$ cat src/cache_macros.svh
`ifndef CACHE_MACROS_SVH
`define CACHE_MACROS_SVH

// Address and data widths of the processor and memory ports
`define CACHE_ADDR_WIDTH    16
`define CACHE_DATA_WIDTH    32

// Direct-mapped geometry with one word per line
`define CACHE_LINES         16
`define CACHE_INDEX_WIDTH   4
`define CACHE_TAG_WIDTH     10

// Register block address map
`define CSR_ADDR_WIDTH      8
`define CSR_CTRL            8'h00
`define CSR_HITS            8'h04
`define CSR_MISSES          8'h08
`define CSR_WRITEBACKS      8'h0C

`endif

$ cat src/cache_pkg.sv
`include "cache_macros.svh"

package cache_pkg;

    typedef logic [`CACHE_ADDR_WIDTH-1:0]     addr_t;
    typedef logic [`CACHE_DATA_WIDTH-1:0]     word_t;
    typedef logic [`CACHE_DATA_WIDTH/8-1:0]   be_t;
    typedef logic [`CACHE_INDEX_WIDTH-1:0]    index_t;
    typedef logic [`CACHE_TAG_WIDTH-1:0]      tag_t;
    typedef logic [31:0]                      count_t;
    typedef logic [`CSR_ADDR_WIDTH-1:0]       csr_addr_t;

    typedef enum logic [3:0]
    {
        IDLE,
        LOOKUP,
        HIT_DATA,
        WB_REQ,
        WB_RESP,
        FILL_REQ,
        FILL_RESP,
        BYPASS_REQ,
        BYPASS_RESP
    } ctrl_state_t;

endpackage

$ cat src/cache_csr_apb.sv
`include "cache_macros.svh"

module cache_csr_apb
    import cache_pkg::*;
(
    input  logic      clk,
    input  logic      rst_n,

    input  logic      psel_i,
    input  logic      penable_i,
    input  logic      pwrite_i,
    input  csr_addr_t paddr_i,
    input  word_t     pwdata_i,
    output word_t     prdata_o,

    input  logic      hit_i,
    input  logic      miss_i,
    input  logic      writeback_i,

    output logic      bypass_o
);

    localparam int NUM_COUNTERS = 3;

    logic                    apb_write;
    logic [NUM_COUNTERS-1:0] cnt_event;
    logic [NUM_COUNTERS-1:0] cnt_clear;
    count_t                  cnt_q [NUM_COUNTERS];

    assign apb_write = psel_i && penable_i && pwrite_i;

    // Counter slots are hits, misses and write-backs in that order
    assign cnt_event    = {writeback_i, miss_i, hit_i};
    assign cnt_clear[0] = apb_write && (paddr_i == `CSR_HITS);
    assign cnt_clear[1] = apb_write && (paddr_i == `CSR_MISSES);
    assign cnt_clear[2] = apb_write && (paddr_i == `CSR_WRITEBACKS);

    always_ff @(posedge clk)
    begin
        if (!rst_n)
        begin
            bypass_o <= 1'b0;
            for (int i = 0; i < NUM_COUNTERS; i++)
                cnt_q[i] <= '0;
        end
        else
        begin
            if (apb_write && (paddr_i == `CSR_CTRL))
                bypass_o <= pwdata_i[0];
            // A clear beats an event in the same cycle
            for (int i = 0; i < NUM_COUNTERS; i++)
            begin
                if (cnt_clear[i])
                    cnt_q[i] <= '0;
                else if (cnt_event[i])
                    cnt_q[i] <= cnt_q[i] + 1'b1;
            end
        end
    end

    always_comb
    begin
        unique case (paddr_i)
            `CSR_CTRL:       prdata_o = {{(`CACHE_DATA_WIDTH-1){1'b0}}, bypass_o};
            `CSR_HITS:       prdata_o = cnt_q[0];
            `CSR_MISSES:     prdata_o = cnt_q[1];
            `CSR_WRITEBACKS: prdata_o = cnt_q[2];
            default:         prdata_o = '0;
        endcase
    end

    assert property (@(posedge clk) disable iff (!rst_n) penable_i |-> (psel_i && $past(psel_i)))
        else $error("APB access phase without a preceding setup phase");

endmodule

$ cat src/cache_ctrl_fsm.sv
`include "cache_macros.svh"

module cache_ctrl_fsm
    import cache_pkg::*;
(
    input  logic   clk,
    input  logic   rst_n,

    input  logic   proc_req_i,
    input  addr_t  proc_addr_i,
    input  logic   proc_we_i,
    input  be_t    proc_be_i,
    input  word_t  proc_wdata_i,
    output logic   proc_gnt_o,
    output logic   proc_rvalid_o,
    output word_t  proc_rdata_o,

    output logic   mem_req_o,
    output addr_t  mem_addr_o,
    output logic   mem_we_o,
    output be_t    mem_be_o,
    output word_t  mem_wdata_o,
    input  logic   mem_gnt_i,
    input  logic   mem_rvalid_i,
    input  word_t  mem_rdata_i,

    input  logic   bypass_i,

    input  logic   line_hit_i,
    input  logic   line_dirty_i,
    input  tag_t   victim_tag_i,
    input  word_t  line_data_i,
    output index_t index_o,
    output tag_t   tag_o,
    output logic   line_write_o,
    output logic   line_fill_o,
    output be_t    line_be_o,
    output word_t  line_wdata_o,
    output word_t  fill_data_o,

    output logic   hit_o,
    output logic   miss_o,
    output logic   writeback_o
);

    ctrl_state_t state_q;
    addr_t       req_addr_q;
    logic        req_we_q;
    be_t         req_be_q;
    word_t       req_wdata_q;
    addr_t       fill_addr;

    assign index_o   = req_addr_q[`CACHE_INDEX_WIDTH+1:2];
    assign tag_o     = req_addr_q[`CACHE_ADDR_WIDTH-1:`CACHE_ADDR_WIDTH-`CACHE_TAG_WIDTH];
    assign fill_addr = {tag_o, index_o, 2'b00};

    assign hit_o       = (state_q == LOOKUP) && line_hit_i;
    assign miss_o      = (state_q == LOOKUP) && !line_hit_i;
    assign writeback_o = (state_q == WB_RESP) && mem_rvalid_i;

    // Store hits write in LOOKUP and store misses merge during the refill
    assign line_fill_o  = (state_q == FILL_RESP) && mem_rvalid_i;
    assign line_write_o = req_we_q && (hit_o || line_fill_o);
    assign line_be_o    = req_be_q;
    assign line_wdata_o = req_wdata_q;
    assign fill_data_o  = mem_rdata_i;

    always_ff @(posedge clk)
    begin
        if (!rst_n)
        begin
            state_q       <= IDLE;
            proc_gnt_o    <= 1'b0;
            proc_rvalid_o <= 1'b0;
            mem_req_o     <= 1'b0;
        end
        else
        begin
            proc_gnt_o    <= 1'b0;
            proc_rvalid_o <= 1'b0;
            unique case (state_q)
                IDLE:
                begin
                    if (proc_req_i)
                    begin
                        req_addr_q  <= proc_addr_i;
                        req_we_q    <= proc_we_i;
                        req_be_q    <= proc_be_i;
                        req_wdata_q <= proc_wdata_i;
                        if (bypass_i)
                        begin
                            mem_req_o   <= 1'b1;
                            mem_addr_o  <= proc_addr_i;
                            mem_we_o    <= proc_we_i;
                            mem_be_o    <= proc_be_i;
                            mem_wdata_o <= proc_wdata_i;
                            state_q     <= BYPASS_REQ;
                        end
                        else
                        begin
                            proc_gnt_o <= 1'b1;
                            state_q    <= LOOKUP;
                        end
                    end
                end
                LOOKUP:
                begin
                    if (line_hit_i)
                    begin
                        proc_rvalid_o <= 1'b1;
                        proc_rdata_o  <= req_we_q ? '0 : line_data_i;
                        state_q       <= HIT_DATA;
                    end
                    else if (line_dirty_i)
                    begin
                        mem_req_o   <= 1'b1;
                        mem_addr_o  <= {victim_tag_i, index_o, 2'b00};
                        mem_we_o    <= 1'b1;
                        mem_be_o    <= '1;
                        mem_wdata_o <= line_data_i;
                        state_q     <= WB_REQ;
                    end
                    else
                    begin
                        mem_req_o   <= 1'b1;
                        mem_addr_o  <= fill_addr;
                        mem_we_o    <= 1'b0;
                        mem_be_o    <= '1;
                        mem_wdata_o <= '0;
                        state_q     <= FILL_REQ;
                    end
                end
                HIT_DATA:
                begin
                    state_q <= IDLE;
                end
                WB_REQ:
                begin
                    if (mem_gnt_i)
                    begin
                        mem_req_o <= 1'b0;
                        state_q   <= WB_RESP;
                    end
                end
                WB_RESP:
                begin
                    if (mem_rvalid_i)
                    begin
                        mem_req_o   <= 1'b1;
                        mem_addr_o  <= fill_addr;
                        mem_we_o    <= 1'b0;
                        mem_be_o    <= '1;
                        mem_wdata_o <= '0;
                        state_q     <= FILL_REQ;
                    end
                end
                FILL_REQ:
                begin
                    if (mem_gnt_i)
                    begin
                        mem_req_o <= 1'b0;
                        state_q   <= FILL_RESP;
                    end
                end
                FILL_RESP:
                begin
                    if (mem_rvalid_i)
                    begin
                        proc_rvalid_o <= 1'b1;
                        proc_rdata_o  <= req_we_q ? '0 : mem_rdata_i;
                        state_q       <= HIT_DATA;
                    end
                end
                BYPASS_REQ:
                begin
                    if (mem_gnt_i)
                    begin
                        mem_req_o  <= 1'b0;
                        proc_gnt_o <= 1'b1;
                        state_q    <= BYPASS_RESP;
                    end
                end
                BYPASS_RESP:
                begin
                    if (mem_rvalid_i)
                    begin
                        proc_rvalid_o <= 1'b1;
                        proc_rdata_o  <= req_we_q ? '0 : mem_rdata_i;
                        state_q       <= IDLE;
                    end
                end
                default:
                begin
                    state_q <= IDLE;
                end
            endcase
        end
    end

    assert property (@(posedge clk) disable iff (!rst_n) !(proc_gnt_o && proc_rvalid_o))
        else $error("Grant and response to the processor in the same cycle");

    // Memory requests are held with stable fields until the memory grants them
    assert property (@(posedge clk) disable iff (!rst_n)
        (mem_req_o && !mem_gnt_i) |=> (mem_req_o && $stable(mem_addr_o) && $stable(mem_we_o)
            && $stable(mem_be_o) && $stable(mem_wdata_o)))
        else $error("Memory request dropped or changed before its grant");

endmodule

$ cat src/cache_line_store.sv
`include "cache_macros.svh"

module cache_line_store
    import cache_pkg::*;
(
    input  logic   clk,
    input  logic   rst_n,

    input  index_t index_i,
    input  tag_t   tag_i,
    output logic   hit_o,
    output logic   dirty_o,
    output tag_t   victim_tag_o,
    output word_t  line_data_o,

    input  logic   write_i,
    input  logic   fill_i,
    input  be_t    be_i,
    input  word_t  wdata_i,
    input  word_t  fill_data_i
);

    localparam int BYTES = `CACHE_DATA_WIDTH / 8;

    logic [`CACHE_LINES-1:0] valid_q;
    logic [`CACHE_LINES-1:0] dirty_q;
    tag_t                    tag_q [`CACHE_LINES];
    word_t                   data_q [`CACHE_LINES];
    word_t                   base_word;
    word_t                   merged_word;

    assign hit_o        = valid_q[index_i] && (tag_q[index_i] == tag_i);
    assign dirty_o      = valid_q[index_i] && dirty_q[index_i];
    assign victim_tag_o = tag_q[index_i];
    assign line_data_o  = data_q[index_i];

    // A store during a refill lands on top of the fetched word
    assign base_word = fill_i ? fill_data_i : data_q[index_i];

    always_comb
    begin
        merged_word = base_word;
        for (int b = 0; b < BYTES; b++)
        begin
            if (write_i && be_i[b])
                merged_word[8*b +: 8] = wdata_i[8*b +: 8];
        end
    end

    always_ff @(posedge clk)
    begin
        if (!rst_n)
        begin
            valid_q <= '0;
            dirty_q <= '0;
        end
        else if (fill_i)
        begin
            valid_q[index_i] <= 1'b1;
            dirty_q[index_i] <= write_i;
        end
        else if (write_i)
        begin
            dirty_q[index_i] <= 1'b1;
        end
    end

    always_ff @(posedge clk)
    begin
        if (fill_i)
            tag_q[index_i] <= tag_i;
        if (fill_i || write_i)
            data_q[index_i] <= merged_word;
    end

    // The controller only writes a line it hit on or is refilling
    assert property (@(posedge clk) disable iff (!rst_n) write_i |-> (hit_o || fill_i))
        else $error("Line write without a hit or a fill");

endmodule

$ cat src/dcache_top.sv
module dcache_top
    import cache_pkg::*;
(
    input  logic      clk,
    input  logic      rst_n,

    input  logic      proc_req_i,
    input  addr_t     proc_addr_i,
    input  logic      proc_we_i,
    input  be_t       proc_be_i,
    input  word_t     proc_wdata_i,
    output logic      proc_gnt_o,
    output logic      proc_rvalid_o,
    output word_t     proc_rdata_o,

    output logic      mem_req_o,
    output addr_t     mem_addr_o,
    output logic      mem_we_o,
    output be_t       mem_be_o,
    output word_t     mem_wdata_o,
    input  logic      mem_gnt_i,
    input  logic      mem_rvalid_i,
    input  word_t     mem_rdata_i,

    input  logic      psel_i,
    input  logic      penable_i,
    input  logic      pwrite_i,
    input  csr_addr_t paddr_i,
    input  word_t     pwdata_i,
    output word_t     prdata_o
);

    logic   bypass;
    logic   ev_hit;
    logic   ev_miss;
    logic   ev_writeback;
    index_t line_index;
    tag_t   line_tag;
    logic   line_hit;
    logic   line_dirty;
    tag_t   victim_tag;
    word_t  line_data;
    logic   line_write;
    logic   line_fill;
    be_t    line_be;
    word_t  line_wdata;
    word_t  fill_data;

    // Processor and memory ports connect by name
    cache_ctrl_fsm ctrl_i (
        .bypass_i     (bypass),
        .line_hit_i   (line_hit),
        .line_dirty_i (line_dirty),
        .victim_tag_i (victim_tag),
        .line_data_i  (line_data),
        .index_o      (line_index),
        .tag_o        (line_tag),
        .line_write_o (line_write),
        .line_fill_o  (line_fill),
        .line_be_o    (line_be),
        .line_wdata_o (line_wdata),
        .fill_data_o  (fill_data),
        .hit_o        (ev_hit),
        .miss_o       (ev_miss),
        .writeback_o  (ev_writeback),
        .*
    );

    cache_line_store store_i (
        .clk          (clk),
        .rst_n        (rst_n),
        .index_i      (line_index),
        .tag_i        (line_tag),
        .hit_o        (line_hit),
        .dirty_o      (line_dirty),
        .victim_tag_o (victim_tag),
        .line_data_o  (line_data),
        .write_i      (line_write),
        .fill_i       (line_fill),
        .be_i         (line_be),
        .wdata_i      (line_wdata),
        .fill_data_i  (fill_data)
    );

    cache_csr_apb csr_i (
        .hit_i        (ev_hit),
        .miss_i       (ev_miss),
        .writeback_i  (ev_writeback),
        .bypass_o     (bypass),
        .*
    );

endmodule

$ cat config.mk
export PLATFORM = sky130hd
export DESIGN_NAME = dcache_top
export DESIGN_NICKNAME = d
export VERILOG_FILES = /design/src/cache_pkg.sv /design/src/cache_csr_apb.sv /design/src/cache_ctrl_fsm.sv /design/src/cache_line_store.sv /design/src/dcache_top.sv
export VERILOG_INCLUDE_DIRS = /design/src /design/src/src
export SDC_FILE = /design/constraint.sdc
export NUM_CORES = 1
export LEC_CHECK = 0
export ABC_CLOCK_PERIOD_IN_PS = 5780
export BUFFER_PORTS_ARGS = -buffer_cell sky130_fd_sc_hd__buf_4
export CAP_MARGIN = 20
export CORE_UTILIZATION = 61
export DETAILED_ROUTE_END_ITERATION = 10
export GPL_TIMING_DRIVEN = 1
export PLACE_DENSITY = 0.8
export SETUP_SLACK_MARGIN = 0.05
export SLEW_MARGIN = 20
export SYNTH_ARGS = -nofsm -noshare
export SYNTH_HDL_FRONTEND = slang
export SYNTH_SLANG_ARGS = --single-unit
$ cat constraint.sdc
create_clock -name clk -period 5.78 [get_ports clk]
set_input_delay 0.867 -clock clk [delete_from_list [all_inputs] [get_ports clk]]
set_output_delay 0.867 -clock clk [all_outputs]
set_load 0.03 [all_outputs]
# == After elaboration in Yosys (flattened, before gate mapping) ==
# Memory sizes are Yosys's and may differ from the RTL's. A register that Yosys moved wholly into a read port is not among the register bits.
# Cells that the tools add are included.
# totals
ff_bits,178
latchBits,0
ramBits,768
mem_bits_ro,0
input_bits,133
output_inout_bits,120
mem_count,3
# memory_table
memory,depth,word_bits,rd,rd_clocked_by_memory_dff,wr,line,source
store_i.data_q,16,32,1,1,1,cache_line_store.sv:28,word_t data_q [`CACHE_LINES];
store_i.tag_q,16,10,1,1,1,cache_line_store.sv:27,tag_t tag_q [`CACHE_LINES];
csr_i.cnt_q,3,32,3,0,3,cache_csr_apb.sv:28,count_t cnt_q [NUM_COUNTERS];
# op_classes
add_sub_neg,3
n_mul,0
div,0
order_cmp,2
eq_ne,23
n_shift,0
mux,101
bitwise,8
n_reduce_logical,34
# op_table
op,n
32-bit two-way mux,16
32-bit one-hot mux with 4 select lines,1
16-bit two-way mux,7
"32-bit by 1-bit adder with 32-bit output, second input constant",3
32-bit one-hot mux with 3 select lines,1
32-bit one-hot mux with 2 select lines,1
4-bit two-way mux,14
16-bit one-hot mux with 3 select lines,1
1-bit two-way mux,44
8-bit two-way mux,4
16-bit bitwise OR,2
4-bit one-hot mux with 8 select lines,1
1-bit logical AND,18
16-bit bitwise mux,1
"4-bit by 3-bit equality test with 1-bit output, second input constant",4
"8-bit by 4-bit equality test with 1-bit output, second input constant",2
"2-bit != test, second input constant",8
4-bit one-hot mux with 3 select lines,1
6-bit AND reduction,2
10-bit equality test,1
1-bit binary-select mux with 4-bit select,2
"8-bit by 3-bit equality test with 1-bit output, second input constant",1
8-bit logical NOT,1
"2-bit by 1-bit != test with 1-bit output, second input constant",4
22 further kinds,31

# == Longest topological paths before layout ==
# logic_depth
ltp_word,10
ltp_mapped,13

# == By module ==
# From an unflattened synthesis, not the netlist that was laid out.
# unflattened
cells_unflattened,2346
hier_area_um2,40131.0
# modules_own_cells
module,n_inst,cells_per_inst,area_per_inst_um2
cache_line_store,1,1318,27811.7
cache_csr_apb,1,634,6377.4
cache_ctrl_fsm,1,394,5941.9

# == Worst setup path before layout ==
# No wires, ideal clock.
# synth_path
path_type,flip-flop to flip-flop
start,register (tool-made name)
end,"memory store_i.data_q[10][0] in the netlist's numbering, enable pin"
arrival_time_ns,4.155
t_required_ns,5.348
path_slack_ns,1.193
stages_incl_launch_ff,13
synth_period_minus_slack_ns,4.587
cell_sequence,dfxtp_1 buf_4 buf_6 buf_6 mux4_2 mux2i_1 xor2_1 nor2_1 nor4_2 and2_1 nand4_1 clkbuf_1 a21oi_1
# synth_rtl
element,line
"end, declared",cache_line_store.sv:28

==> report_table.html <==
<table>
<tr><th>Metric</th><th>Value</th></tr>
<tr><th colspan="2">CTS</th></tr>
<tr><td>Count of buffers added by post-CTS timing repair for setup</td><td>0</td></tr>
<tr><td>Clock transition at the registers of the reported paths</td><td>roughly 0.060 ns</td></tr>
<tr><td>CTS Buf Count</td><td>95</td></tr>
<tr><td>CTS Root Buffer Type</td><td>sky130_fd_sc_hd__clkbuf_16</td></tr>
<tr><td>Deepest level of the CTS H-tree</td><td>3</td></tr>
<tr><td>Gates resized, CTS repair</td><td>0</td></tr>
<tr><td>TritonCTS clock tree</td><td>done</td></tr>
<tr><td>Worst-case clock buffer depth</td><td>3</td></tr>
<tr><td>Number of buffers added to fix hold violations after cts</td><td>0</td></tr>
<tr><td>Clock latency reported for the late side of the worst-skew pair</td><td>just under 0.7 ns</td></tr>
<tr><td>Number of sinks handled by clock tree synthesis</td><td>about 950</td></tr>
<tr><th colspan="2">Logic synthesis</th></tr>
<tr><td>Cell Area, Synth</td><td>a little under 40000 sq um</td></tr>
<tr><td>Synthesized instance count</td><td>between 2000 and 2500</td></tr>
<tr><td>Yosys warning total</td><td>0</td></tr>
<tr><td>Most frequently used flop master after synthesis</td><td>sky130_fd_sc_hd__edfxtp_1</td></tr>
<tr><td>Dominant cell type by area after synthesis</td><td>sky130_fd_sc_hd__edfxtp_1</td></tr>
<tr><td>Seq cells post-synth</td><td>948</td></tr>
<tr><td>Ys async rst share</td><td>0%</td></tr>
<tr><td>Post-Syn Nets</td><td>2501</td></tr>
<tr><td>Sequential cell area fraction in the yosys report</td><td>a little over two thirds</td></tr>
<tr><td>Yosys top cell area share</td><td>between 60 and 70%</td></tr>
<tr><td>Largest cells by area after synthesis</td><td>sky130_fd_sc_hd__edfxtp_1, sky130_fd_sc_hd__mux4_2, sky130_fd_sc_hd__nand2_1, sky130_fd_sc_hd__dfxtp_1, sky130_fd_sc_hd__mux2_2</td></tr>
<tr><td>Synthesized area per cell</td><td>approximately 17 sq um</td></tr>
<tr><td>Post-synth EDFFs</td><td>approximately 900</td></tr>
<tr><td>Unique masters post-synth</td><td>60</td></tr>
<tr><th colspan="2">Floorplan</th></tr>
<tr><td>DIE AREA</td><td>66100 sq um</td></tr>
<tr><td>Die outline width</td><td>roughly 260 microns</td></tr>
<tr><td>Starting density of the core</td><td>61.7%</td></tr>
<tr><td>Die H</td><td>approximately 260 microns</td></tr>
<tr><td>Core Rows</td><td>between 90 and 100</td></tr>
<tr><td>Floorplan Core Area</td><td>roughly 64000 sq um</td></tr>
<tr><td>Count of boundary I/O pins</td><td>approximately 250</td></tr>
<tr><th colspan="2">Timing</th></tr>
<tr><td>Final setup margin</td><td>~1.1 ns</td></tr>
<tr><td>Maximum operating frequency</td><td>0.214 GHz</td></tr>
<tr><td>Setup violation total in the final timing report</td><td>0</td></tr>
<tr><td>Post-route clock skew</td><td>0.0483 ns</td></tr>
<tr><td>Post-route clock period utilization</td><td>80.7%</td></tr>
<tr><td>Worst Tran Pin Value</td><td>about 1.2 ns</td></tr>
<tr><td>Final Max Tran Viols</td><td>0</td></tr>
<tr><td>Post-layout min period</td><td>around 4.7 ns</td></tr>
<tr><td>Unrepaired setup endpoints after global routing</td><td>no</td></tr>
<tr><td>Hold Vio Cnt, Final</td><td>0</td></tr>
<tr><td>Headroom to the max-slew limit</td><td>around 22%</td></tr>
<tr><td>Fin Setup TNS</td><td>0 ns</td></tr>
<tr><th colspan="2">Worst setup path</th></tr>
<tr><td>Flop-to-flop setup slack</td><td>about 1.1 ns</td></tr>
<tr><td>R2R depth</td><td>9</td></tr>
<tr><td>Worst path buffer plus inverter count</td><td>3</td></tr>
<tr><td>Worst setup path class</td><td>flop to flop</td></tr>
<tr><td>Slowest stage cell on the critical path</td><td>sky130_fd_sc_hd__dfxtp_4</td></tr>
<tr><td>CP Data Required Time</td><td>6.06 ns</td></tr>
<tr><td>Total stage count of the critical path</td><td>9</td></tr>
<tr><td>Critical path endpoint category</td><td>flop</td></tr>
<tr><td>Crit-path max cell delay</td><td>around 0.94 ns</td></tr>
<tr><td>Cell type group with the largest total delay on the critical path</td><td>buffers and inverters</td></tr>
<tr><td>Endpoint of the worst-slack reg-to-reg timing path</td><td>store_i.data_q[2][5]</td></tr>
<tr><td>Highest fanout seen on the critical path</td><td>47</td></tr>
<tr><td>Most Frequent Cell on Critical Path</td><td>sky130_fd_sc_hd__buf_4</td></tr>
<tr><td>Arrival time of the worst setup path</td><td>slightly below 5 ns</td></tr>
<tr><td>Critical Path, Cell by Cell</td><td>clkinv_1 -&gt; mux2i_1 -&gt; xor2_1 -&gt; a221o_1 -&gt; nor4_1 -&gt; nand4_1 -&gt; buf_4 -&gt; a21oi_4 -&gt; buf_4</td></tr>
<tr><td>Worst setup SP type</td><td>flop</td></tr>
<tr><th colspan="2">Drt</th></tr>
<tr><td>Post-Route M1 WL</td><td>approximately 38000 microns</td></tr>
<tr><td>WL met3</td><td>10600 microns</td></tr>
<tr><td>Final wirelength</td><td>103000 microns</td></tr>
<tr><td>Pre-Repair DR Iteration Count</td><td>7</td></tr>
<tr><td>Detailed-route DRC error count</td><td>0</td></tr>
<tr><td>Met2 wire length</td><td>just over 50000 microns</td></tr>
<tr><td>Uppermost signal routing layer after detailed routing</td><td>met4</td></tr>
<tr><td>Post-detailed-route count of antenna-violating nets</td><td>0</td></tr>
<tr><td>Number of vias per cell after detailed routing</td><td>slightly below 7</td></tr>
<tr><td>Post-DR wirelength/cell</td><td>29.1 microns</td></tr>
<tr><td>Drt first-iter violations</td><td>3532</td></tr>
<tr><td>Detailed-route via count</td><td>between 20000 and 25000</td></tr>
<tr><th colspan="2">Placed design</th></tr>
<tr><td>Quantity of I/O buffers inserted on ports</td><td>roughly 220</td></tr>
<tr><td>Weighted congestion reported at the end of routability-driven placement</td><td>0.905</td></tr>
<tr><td>Pre-CTS setup slack</td><td>roughly 1.2 ns</td></tr>
<tr><td>Half-perimeter wire length after placement</td><td>between 50000 and 60000 microns</td></tr>
<tr><th colspan="2">Status</th></tr>
<tr><td>Run status</td><td>completed</td></tr>
<tr><th colspan="2">Power and ir drop</th></tr>
<tr><td>Power density normalized to cell area</td><td>around 410 nW/um^2</td></tr>
<tr><td>IR Drop Worst-Case VDD</td><td>0.277 mV</td></tr>
<tr><td>Cell leakage power</td><td>approximately 15 nW</td></tr>
<tr><th colspan="2">GRT</th></tr>
<tr><td>First-pass GRT wire length</td><td>around 150000 microns</td></tr>
<tr><td>Global router's overall resource usage</td><td>between 30% and 40%</td></tr>
<tr><td>Largest net degree at the start of global routing</td><td>between 60 and 70</td></tr>
<tr><td>Vias in the first global route</td><td>between 20000 and 25000</td></tr>
<tr><td>Overflow left after global routing</td><td>0</td></tr>
<tr><td>Number of antenna violations at the first check in global routing</td><td>1</td></tr>
<tr><th colspan="2">Flow run</th></tr>
<tr><td>Max-cap viol count</td><td>0</td></tr>
<tr><th colspan="2">Final layout</th></tr>
<tr><td>Area growth from synthesis to layout</td><td>15.6%</td></tr>
<tr><td>Commonest cells after routing, fill and taps aside</td><td>sky130_fd_sc_hd__edfxtp_1, sky130_fd_sc_hd__buf_4, sky130_fd_sc_hd__nand2_1, sky130_fd_sc_hd__nor2_1, sky130_fd_sc_hd__mux4_2</td></tr>
<tr><td>Fraction of final layout cells with drive strength greater than 1</td><td>about 27%</td></tr>
<tr><td>Post-layout net count</td><td>around 2700</td></tr>
<tr><td>Leading cell type in the layout, fill and taps excluded</td><td>sky130_fd_sc_hd__edfxtp_1</td></tr>
<tr><th colspan="2">Min path</th></tr>
<tr><td>Hold worst-path end</td><td>ctrl_i.line_wdata_o[25]</td></tr>
<tr><td>Hold WC Path Type</td><td>primary input to flop</td></tr>
<tr><td>Worst Hold Launch</td><td>proc_wdata_i[25]</td></tr>
<tr><td>Hold Path Cell Cnt</td><td>1</td></tr>
</table>
==> cells by family after synthesis <==
kind of cell,count (synthesis),share of synthesized area (%)
DFF,948,70.6
xor gates and xnor gates,100,2.21
AOI/OAI and AO/OA,238,4.31
and+or+nand+nor,602,6.63
adders and majority gates,3,0.0946
buffers and inverters,162,1.68
muxes,312,14.4
==> worst register-to-register path: cells and delay by family (launching register included) <==
family	cells	cell delay (ns)
flip-flops	1	0.94
multiplexers	1	0.43
buffers and inverters	3	1.57
AND/OR/NAND/NOR	2	0.66
XOR/XNOR	1	0.13
AO/OA/AOI/OAI	2	0.56
==> sequential cells by signal, indices dropped and copies added, names as in the netlist, 32 cells and up, named ones only <==
signal,flops
store_i.data_q,512
csr_i.cnt_q,96
ctrl_i.mem_wdata_o,32
store_i.tag_q,160
ctrl_i.proc_rdata_o,32
ctrl_i.line_wdata_o,32
==> final cells by class <==
| cell class | instances | area [sq um] |
|---|---|---|
| well taps | 855 | 1070 |
| clock buffers | 122 | 2550 |
| fillers | 3723 | 18500 |
| inverters | 29 | 109 |
| clock inverters | 54 | 607 |
| diodes | 1 | 2.50 |
| flip-flops and latches | 948 | 28000 |
| multi-input cells | 1255 | 11200 |
| repair buffers | 282 | 2270 |
==> worst max path at each step <==
| stage | start | end |
|---|---|---|
| floorplan | flop | store_i.data_q[10][0] |
| global placement | flop | store_i.data_q[4][31] |
| detailed placement | flop | store_i.data_q[5][31] |
| CTS | flop | store_i.data_q[6][1] |
| global route | flop | store_i.data_q[2][5] |
| finish | flop | store_i.data_q[2][5] |
==> cells in the mapped netlist, types with 34 or more instances <==
master and instances:
sky130_fd_sc_hd__a21oi_1 63, sky130_fd_sc_hd__mux4_2 191, sky130_fd_sc_hd__xor2_1 63, sky130_fd_sc_hd__xnor2_1 37, sky130_fd_sc_hd__nand2_1 235, sky130_fd_sc_hd__nand3_1 56
sky130_fd_sc_hd__dfxtp_1 44, sky130_fd_sc_hd__o21ai_0 35, sky130_fd_sc_hd__mux2_2 73, sky130_fd_sc_hd__clkbuf_1 91, sky130_fd_sc_hd__mux2i_1 34, sky130_fd_sc_hd__edfxtp_1 904
sky130_fd_sc_hd__nor2_1 203
==> per-stage QoR <==
| stage | instance area, sq um | power (mW) | hold WS [ns] | cells | util [%] |
|---|---|---|---|---|---|
| after floorplan | 39700 | 11.4 | 0.435 | 2365 | - |
| after global placement | 42700 | 12.4 | 0.443 | 3369 | 66.4 |
| after detailed placement | 42700 | 12.6 | 0.461 | 3369 | 66.4 |
| after CTS | 45900 | 18.9 | 0.334 | 3545 | 71.3 |
| after global routing | 45900 | 19.4 | 0.345 | 3545 | 71.3 |
| final | 45900 | 18.9 | 0.367 | 3546 | 71.3 |
==> power by group <==
part	switching (mW)	total, mW	internal, mW
sequential	0.395	8.91	8.51
clock	2.67	6.26	3.59
combinational	2.31	3.70	1.39
total	5.37	18.9	13.5
==> metal layers <==
metal	track usage (%)	vias to the layer above
li1	-	9794
met1	42.1	12100
met2	51.0	1710
met3	5.98	302
met4	11.8	0
met5	0	-
Note: power is estimated with default switching activity, not from simulation.
